[src/mmu_pkg.sv]
package mmu_pkg;

    // Field widths for a 32-bit address with 4 KiB pages
    localparam int vpn_w  = 20;
    localparam int ppn_w  = 20;
    localparam int perm_w = 4;

    // Bit positions inside the permission field
    localparam int perm_read  = 0;
    localparam int perm_write = 1;
    localparam int perm_exec  = 2;
    localparam int perm_user  = 3;

    // One translation, as written by the page walker
    typedef struct packed {
        logic              valid;
        logic [vpn_w-1:0]  vpn;
        logic [ppn_w-1:0]  ppn;
        logic              cacheable;
        logic [perm_w-1:0] perm;
    } tlb_entry_t;

    // Lookup request from the fetch front end
    typedef struct packed {
        logic [31:0] vaddr;
        // High for a store access
        logic        write;
    } tlb_req_t;

    // Translation of one address stream
    typedef struct packed {
        logic        hit;
        logic [31:0] paddr;
    } tlb_port_result_t;

    // Registered response for one accepted request
    typedef struct packed {
        // Current line
        logic [31:0] paddr;
        logic        hit;
        // Sequential next line for the prefetcher
        logic [31:0] nl_paddr;
        logic        nl_hit;
        // Uncacheable access, also set on a miss
        logic        pcd;
        // Page fault or permission violation on the current line
        logic        exception;
        // Next line sits on another page
        logic        cross_page;
    } tlb_resp_t;

endpackage
[src/tlb_top.sv]
`timescale 1ns/1ns

module tlb_top #(
    parameter int tlb_entries    = 16,
    parameter int vaddr_w        = 32,
    parameter int page_offset_w  = 12,
    parameter int nl_line_offset = 64
) (
    input  logic                clk,
    input  logic                rst,
    input  logic                flush,
    // Request channel
    input  logic                req_valid,
    output logic                req_ready,
    input  mmu_pkg::tlb_req_t   req,
    // Response channel
    output logic                resp_valid,
    input  logic                resp_ready,
    output mmu_pkg::tlb_resp_t  resp,
    // Page walker fills
    input  logic                fill_valid,
    output logic                fill_ready,
    input  mmu_pkg::tlb_entry_t fill
);

    mmu_pkg::tlb_entry_t [tlb_entries-1:0] entries;
    mmu_pkg::tlb_port_result_t             cur_result;
    mmu_pkg::tlb_port_result_t             nl_result;
    logic [3:0]                            cur_perm;
    logic                                  cur_cacheable;
    logic                                  req_fire;

    assign req_fire = req_valid && req_ready;

    tlb_entry_store #(
        .tlb_entries (tlb_entries)
    ) store_i (
        .clk        (clk),
        .rst        (rst),
        .flush      (flush),
        .fill_valid (fill_valid),
        .fill_ready (fill_ready),
        .fill       (fill),
        .req_fire   (req_fire),
        .entries    (entries)
    );

    // Current cache line
    tlb_port_lookup #(
        .tlb_entries   (tlb_entries),
        .vaddr_w       (vaddr_w),
        .page_offset_w (page_offset_w),
        .line_offset   (0)
    ) cur_lookup (
        .entries   (entries),
        .vaddr     (req.vaddr),
        .result    (cur_result),
        .perm      (cur_perm),
        .cacheable (cur_cacheable)
    );

    // Next sequential line, no permission check on this side
    tlb_port_lookup #(
        .tlb_entries   (tlb_entries),
        .vaddr_w       (vaddr_w),
        .page_offset_w (page_offset_w),
        .line_offset   (nl_line_offset)
    ) nl_lookup (
        .entries   (entries),
        .vaddr     (req.vaddr),
        .result    (nl_result),
        .perm      (),
        .cacheable ()
    );

    tlb_access_merge #(
        .vaddr_w       (vaddr_w),
        .page_offset_w (page_offset_w),
        .line_offset   (nl_line_offset)
    ) merge_i (
        .clk           (clk),
        .rst           (rst),
        .req_valid     (req_valid),
        .req_ready     (req_ready),
        .req           (req),
        .cur           (cur_result),
        .nl            (nl_result),
        .cur_perm      (cur_perm),
        .cur_cacheable (cur_cacheable),
        .resp_valid    (resp_valid),
        .resp_ready    (resp_ready),
        .resp          (resp)
    );

endmodule

[src/tlb_access_merge.sv]
`timescale 1ns/1ns

module tlb_access_merge #(
    parameter int vaddr_w       = 32,
    parameter int page_offset_w = 12,
    parameter int line_offset   = 64
) (
    input  logic                      clk,
    input  logic                      rst,
    input  logic                      req_valid,
    output logic                      req_ready,
    input  mmu_pkg::tlb_req_t         req,
    input  mmu_pkg::tlb_port_result_t cur,
    input  mmu_pkg::tlb_port_result_t nl,
    input  logic [3:0]                cur_perm,
    input  logic                      cur_cacheable,
    output logic                      resp_valid,
    input  logic                      resp_ready,
    output mmu_pkg::tlb_resp_t        resp
);

    logic                   req_fire;
    logic [vaddr_w-1:0]     nl_vaddr;
    logic                   perm_ok;
    logic                   resp_valid_q;
    mmu_pkg::tlb_resp_t     resp_d;
    mmu_pkg::tlb_resp_t     resp_q;

    // Accept when the slot is empty or drains this cycle
    assign req_ready = !resp_valid_q || resp_ready;
    assign req_fire  = req_valid && req_ready;

    assign nl_vaddr = req.vaddr + vaddr_w'(line_offset);

    // Only read and write rights are checked
    always_comb begin
        if (req.write) begin
            perm_ok = cur_perm[mmu_pkg::perm_write];
        end else begin
            perm_ok = cur_perm[mmu_pkg::perm_read];
        end
    end

    always_comb begin
        resp_d.paddr      = cur.paddr;
        resp_d.hit        = cur.hit;
        resp_d.nl_paddr   = nl.paddr;
        resp_d.nl_hit     = nl.hit;
        resp_d.pcd        = !cur.hit || !cur_cacheable;
        // Miss counts as a page fault
        resp_d.exception  = !cur.hit || !perm_ok;
        resp_d.cross_page = nl_vaddr[vaddr_w-1:page_offset_w]
            != req.vaddr[vaddr_w-1:page_offset_w];
    end

    always_ff @(posedge clk or posedge rst) begin
        if (rst) begin
            resp_valid_q <= 1'b0;
        end else if (req_fire) begin
            resp_valid_q <= 1'b1;
        end else if (resp_ready) begin
            resp_valid_q <= 1'b0;
        end
    end

    // Response payload, loaded on accept only
    always_ff @(posedge clk) begin
        if (req_fire) begin
            resp_q <= resp_d;
        end
    end

    assign resp_valid = resp_valid_q;
    assign resp       = resp_q;

    // Stalled response holds until the consumer takes it
    assert property (@(posedge clk) disable iff (rst)
        resp_valid && !resp_ready |=> resp_valid && $stable(resp));

endmodule

[src/tlb_port_lookup.sv]
`timescale 1ns/1ns

module tlb_port_lookup #(
    parameter int tlb_entries   = 16,
    parameter int vaddr_w       = 32,
    parameter int page_offset_w = 12,
    parameter int line_offset   = 0
) (
    input  mmu_pkg::tlb_entry_t [tlb_entries-1:0] entries,
    input  logic [vaddr_w-1:0]                    vaddr,
    output mmu_pkg::tlb_port_result_t             result,
    output logic [3:0]                            perm,
    output logic                                  cacheable
);

    logic [vaddr_w-1:0]              addr;
    logic [tlb_entries-1:0]          match;
    logic [mmu_pkg::ppn_w-1:0]       ppn_sel;
    logic [mmu_pkg::perm_w-1:0]      perm_sel;
    logic                            cacheable_sel;

    // Address this unit translates
    assign addr = vaddr + vaddr_w'(line_offset);

    // Fully associative tag compare
    always_comb begin
        for (int i = 0; i < tlb_entries; i++) begin
            match[i] = entries[i].valid
                && (entries[i].vpn == addr[vaddr_w-1:page_offset_w]);
        end
    end

    // AND-OR select, match is one-hot
    always_comb begin
        ppn_sel       = '0;
        perm_sel      = '0;
        cacheable_sel = 1'b0;
        for (int i = 0; i < tlb_entries; i++) begin
            ppn_sel       = ppn_sel | ({mmu_pkg::ppn_w{match[i]}} & entries[i].ppn);
            perm_sel      = perm_sel | ({mmu_pkg::perm_w{match[i]}} & entries[i].perm);
            cacheable_sel = cacheable_sel | (match[i] & entries[i].cacheable);
        end
    end

    // On a miss the virtual address goes through untouched
    always_comb begin
        result.hit = |match;
        if (result.hit) begin
            result.paddr = {ppn_sel, addr[page_offset_w-1:0]};
        end else begin
            result.paddr = addr;
        end
    end

    assign perm      = perm_sel;
    assign cacheable = cacheable_sel;

    // Store never holds two valid entries for one page
    always_comb begin
        assert ($onehot0(match));
    end

endmodule

[src/tlb_entry_store.sv]
`timescale 1ns/1ns

module tlb_entry_store #(
    parameter int tlb_entries = 16
) (
    input  logic                                     clk,
    input  logic                                     rst,
    input  logic                                     flush,
    input  logic                                     fill_valid,
    output logic                                     fill_ready,
    input  mmu_pkg::tlb_entry_t                      fill,
    input  logic                                     req_fire,
    output mmu_pkg::tlb_entry_t [tlb_entries-1:0]    entries
);

    localparam int idx_w = (tlb_entries > 1) ? $clog2(tlb_entries) : 1;

    logic [tlb_entries-1:0]                valid_q;
    mmu_pkg::tlb_entry_t [tlb_entries-1:0] entry_q;
    logic [idx_w-1:0]                      victim_q;
    logic [tlb_entries-1:0]                fill_match;
    logic                                  match_any;
    logic [idx_w-1:0]                      match_idx;
    logic [idx_w-1:0]                      wr_idx;
    logic                                  fill_fire;

    // Lookups win, the walker retries next cycle
    assign fill_ready = !req_fire;
    assign fill_fire  = fill_valid && fill_ready;

    // Existing translation for the same page gets overwritten
    always_comb begin
        match_any = 1'b0;
        match_idx = '0;
        for (int i = 0; i < tlb_entries; i++) begin
            fill_match[i] = valid_q[i] && (entry_q[i].vpn == fill.vpn);
            if (fill_match[i]) begin
                match_any = 1'b1;
                match_idx = idx_w'(i);
            end
        end
    end

    assign wr_idx = match_any ? match_idx : victim_q;

    // Valid bits and victim pointer
    always_ff @(posedge clk or posedge rst) begin
        if (rst) begin
            valid_q  <= '0;
            victim_q <= '0;
        end else if (flush) begin
            valid_q <= '0;
        end else if (fill_fire) begin
            valid_q[wr_idx] <= fill.valid;
            // Round robin only moves when a new slot was taken
            if (!match_any) begin
                if (victim_q == idx_w'(tlb_entries - 1)) begin
                    victim_q <= '0;
                end else begin
                    victim_q <= victim_q + 1'b1;
                end
            end
        end
    end

    // Payload storage
    always_ff @(posedge clk) begin
        if (fill_fire && !flush) begin
            entry_q[wr_idx] <= fill;
        end
    end

    always_comb begin
        for (int i = 0; i < tlb_entries; i++) begin
            entries[i]       = entry_q[i];
            entries[i].valid = valid_q[i];
        end
    end

    // A cycle that carries a lookup leaves the table alone
    assert property (@(posedge clk) disable iff (rst)
        req_fire && !flush |=> $stable(valid_q) && $stable(entry_q) && $stable(victim_q));

endmodule

[config.mk]
export PLATFORM = sky130hd
export DESIGN_NAME = tlb_top
export DESIGN_NICKNAME = d
export VERILOG_FILES = /design/src/mmu_pkg.sv /design/src/tlb_top.sv /design/src/tlb_access_merge.sv /design/src/tlb_port_lookup.sv /design/src/tlb_entry_store.sv
export SDC_FILE = /design/constraint.sdc
export NUM_CORES = 2
export LEC_CHECK = 0
export ABC_CLOCK_PERIOD_IN_PS = 5300
export BUFFER_PORTS_ARGS = -buffer_cell sky130_fd_sc_hd__buf_2
export CORE_MARGIN = 2
export CORE_UTILIZATION = 37
export CTS_CLUSTER_DIAMETER = 60
export CTS_CLUSTER_SIZE = 40
export DETAILED_ROUTE_END_ITERATION = 8
export MAX_ROUTING_LAYER = met4
export PLACE_DENSITY = 0.66
export SETUP_SLACK_MARGIN = 0.5
export SYNTH_ARGS = -nofsm -noshare
export SYNTH_HDL_FRONTEND = slang
export SYNTH_SLANG_ARGS = --single-unit
[constraint.sdc]
create_clock -name clk -period 5.3 [get_ports clk]
set_input_delay 0.265 -clock clk [delete_from_list [all_inputs] [get_ports clk]]
set_output_delay 0.265 -clock clk [all_outputs]
set_load 0.02 [all_outputs]
==> reports/metrics.cfg <==
[worst_setup_path]
timing.critical_path.mode_cell = buf_4
crit_fanout = 15
critical_path.cell_chain = dlygate4sd3_1 > buf_2 > nand3_2 > buf_4 > nor3_2 > buf_4 > xnor2_4 > buf_4 > buf_4 > xnor2_1 > nor4_1 > nand4_1 > nor4_2 > buf_4 > buf_4 > a22oi_1 > nand4_1 > nor2_1 > mux2i_1
timing_worst_setup_path_type = input pin to register
r2r_end = store_i.entries[442]$_DFFE_PP_
critPathMaxStageDelay_ns = 0.68
worstSetupEndpointType = register
worst_r2r_path_depth = 13
cp_data_required_time_ns = 5.76
reg2reg_setup_slack_ns = 0.72
worst-endpoint-arrival_ns = 5.42
start_kind = input pin
slowest_stage = nor4_2
origin_of_the_critical_flop_to_flop_path = store_i.entries[273]$_DFFE_PP_

[clock_tree]
cts_h_tree_lvls = 3
clock_pin_slew_reported_for_the_worst_setup_and_hold_paths_after_clock_tree_synthesis_ns = 0.09
tritoncts = built
cts_sinks = 772
clk_path_buf_depth = 3
clock-root-buffer = clkbuf_16
clock_latency_ns = 0.70
numCtsBuffers = 67

[die]
number_of_core_rows = 124
design.die.area_mm2 = 0.119
floorplan.initialDensity = 0.374
design.core.area_mm2 = 0.115
chipHeight_um = 344
ioPinCount = 157
die_w_um = 344

[sta]
final_hold_viol_count = 0
slew-limit-headroom = 0.136
fin_setup_tns_ns = 0
fmax_mhz = 202
period_share = 0.936
final_setup_violation_count = 0
drv_slew = 0
period_minus_slack_ns = 4.96
fin_worst_skew_ns = 0.0639
tightestPinTransition_ns = 1.29
unrepaired_setup_endpoints_after_global_routing = no

[pwr]
power.net_switching_uw = 4300
p_comb_frac = 0.131
p_int_uw = 10200
total_chip_power_uw = 14500
swShare = 0.297
part_of_the_power_in_registers = 0.489
power.density_cell_area_mw_per_mm2 = 285
vdd_drop_max_v = 0.000284
power.static_leakage_uw = 0.0167
p_clk_frac = 0.380

[global_route]
grt_util_all_layers = 0.351
grt_overflow = 0
grt_max_degree = 45
antenna_found_initial = 4
vias_in_the_first_global_route = 34300
grt_pass1_wl_um = 280000

[cells_and_area]
final_common_cell = edfxtp_1
stdcell_area_mm2 = 0.0509
final_layout_size_suffix_gt1_frac = 0.178
layout.cells.most_common_list = 751 x edfxtp_1, 505 x xnor2_1, 337 x xor2_1, 280 x buf_4, 166 x a22oi_1
layout.nets = 3997
fin_cells = 5479
syn2layout_area_growth_pct = 18.7
final_util = 0.444

[routing]
wl_um = 206000
dr.first_iter.drc_count = 6283
wl_per_cell_um = 37.6
route.detailed.drc = 0
drtPass1Iterations = 9
count_of_nets_left_with_antenna_violations_after_detail_routing = 0
detail_route.vias_per_cell = 6.65
route.vias.total = 36500

[worst_hold_path]
min_delay_path_depth = 3
timing.hold.worst.start = req[0]
worst_hold_path.endpoint = merge_i.resp[1]$_DFFE_PP_
hp-class = input pin to register

[placement]
port-buffer-count = 154
detailed_place.area_mm2 = 0.0479
placed_instances = 5309
total_half_perimeter_wirelength_after_legalization_and_detailed_placement_um = 141000
globalplace.congestion = 1.10

[synth]
synth_top_area_share = 0.526
synth_top_area_cell = edfxtp_1
number_of_instances_in_the_synthesized_netlist = 3595
yosysWarnings = 0
post_synth_num_cell_types = 87
syn_nets = 3682
ys_async_sr_fraction = 0.0272
synth-edff-count = 751
synth.area.top_cells = edfxtp_1 53%, xnor2_1 10%, xor2_1 6.9%, a22oi_1 2.9%, nand4_1 2.1%
postSynth.topFlopCell = edfxtp_1
ys_seq_area_frac = 0.538
syn_avg_cell_area_um2 = 11.9
mappedNetlistArea_mm2 = 0.0429
ys_seq_elements = 772

[outcome]
run_status = completed

[flow_run]
max-cap-violations = 0

==> synthesized netlist by cell type (all sizes together) (7+ instances only) <==
cell	count
dfrtp	21
mux2i	31
nor3	50
buf	120
a22o	47
and2	13
and3	17
xnor2	515
nand2b	20
nand4	145
nor2	166
o21ai	70
nor2b	8
xnor3	16
a2111oi	13
a211oi	19
o2111ai	23
or3	20
a222oi	55
nand3b	7
o22ai	24
a21oi	85
or2	11
a31oi	11
clkbuf	166
xor2	338
and4	17
nor4	126
edfxtp	751
a22oi	166
o31ai	9
a221oi	56
inv	22
o211ai	18
or4	27
a311oi	7
nand3	152
a211o	8
o221ai	20
nand2	118
==> through the flow <==
step	setup WS, ns	hold WS (ns)
floorplan	0.0873	0.242
global placement	0.287	0.443
detailed placement	0.292	0.444
CTS	0.671	0.0106
global route	0.521	0.0280
finish	0.341	0.0218
==> worst max-delay path by stage <==
stage               depth (start not counted)                             end  startpoint
detailed placement                         15      merge_i.resp[27]$_DFFE_PP_      req[7]
CTS                                        15      merge_i.resp[27]$_DFFE_PP_      req[9]
global placement                           15      merge_i.resp[27]$_DFFE_PP_      req[7]
global route                               19      merge_i.resp[17]$_DFFE_PP_      req[9]
floorplan                                  11  store_i.entries[138]$_DFFE_PP_    fill[35]
finish                                     19      merge_i.resp[17]$_DFFE_PP_      req[9]
==> layer usage <==
| metal | share of wire | global-route usage | up-vias |
|---|---|---|---|
| met5 | 0 | - | - |
| met4 | 0.078 | 0.213 | 0 |
| met3 | 0.13 | 0.0791 | 804 |
| met1 | 0.37 | 0.448 | 18000 |
| li1 | - | - | 14500 |
| met2 | 0.42 | 0.506 | 3182 |
==> cell type report <==
type	count	area, µm²
fill	10500	63800
sequential	772	23100
multi-input combinational	2515	18900
timing repair buffer	532	4390
tap	1512	1890
clock buffer	68	1680
clock inverter	56	821
inverter	22	83.8
antenna	2	5.00
==> kinds of logic (layout without fill, tap and decap cells) <==
group | count (synthesis) | in the layout | synth area share
other cells | 0 | 2 | 0
fa+ha+maj | 3 | 3 | 0.000817
flops | 772 | 772 | 0.538
buf+inv | 308 | 678 | 0.0295
compound gates | 690 | 690 | 0.122
mux | 34 | 34 | 0.00802
simple gates | 918 | 918 | 0.118
xor+xnor | 870 | 870 | 0.184
==> state kept, by name (all words and copies together) (netlist names) <==
name,flops
merge_i.resp_valid,1
merge_i.resp,63
store_i.entries,688
store_i.valid_q,16
store_i.victim_q,4
==> critical path, delay by kind of cell <==
kind | cells | cell delay, ns
buffers and inverters | 8 | 2.34
and+or+nand+nor | 7 | 1.73
muxes | 1 | 0.22
AOI/OAI and AO/OA | 1 | 0.15
xor gates and xnor gates | 2 | 0.69
==> repair_timing <==
action | CTS | global route
setup buffers | 0 | 0
hold endpoints to repair | 415 | 0
gates resized for setup | 0 | 2
hold buffers | 44 | 0
endpoints found under the setup margin | 0 | 125
==> power by group through the flow <==
stage          sequential (µW)  clock [µW]  combinational, µW
4_1_cts                   7090        5570               1840
2_1_floorplan             7200           0                900
3_3_place_gp              7220           0               1790
6_report                  7100        5520               1900
5_1_grt                   7110        5780               1960
3_5_place_dp              7230           0               1800
Power figures use the tool's default switching activity.
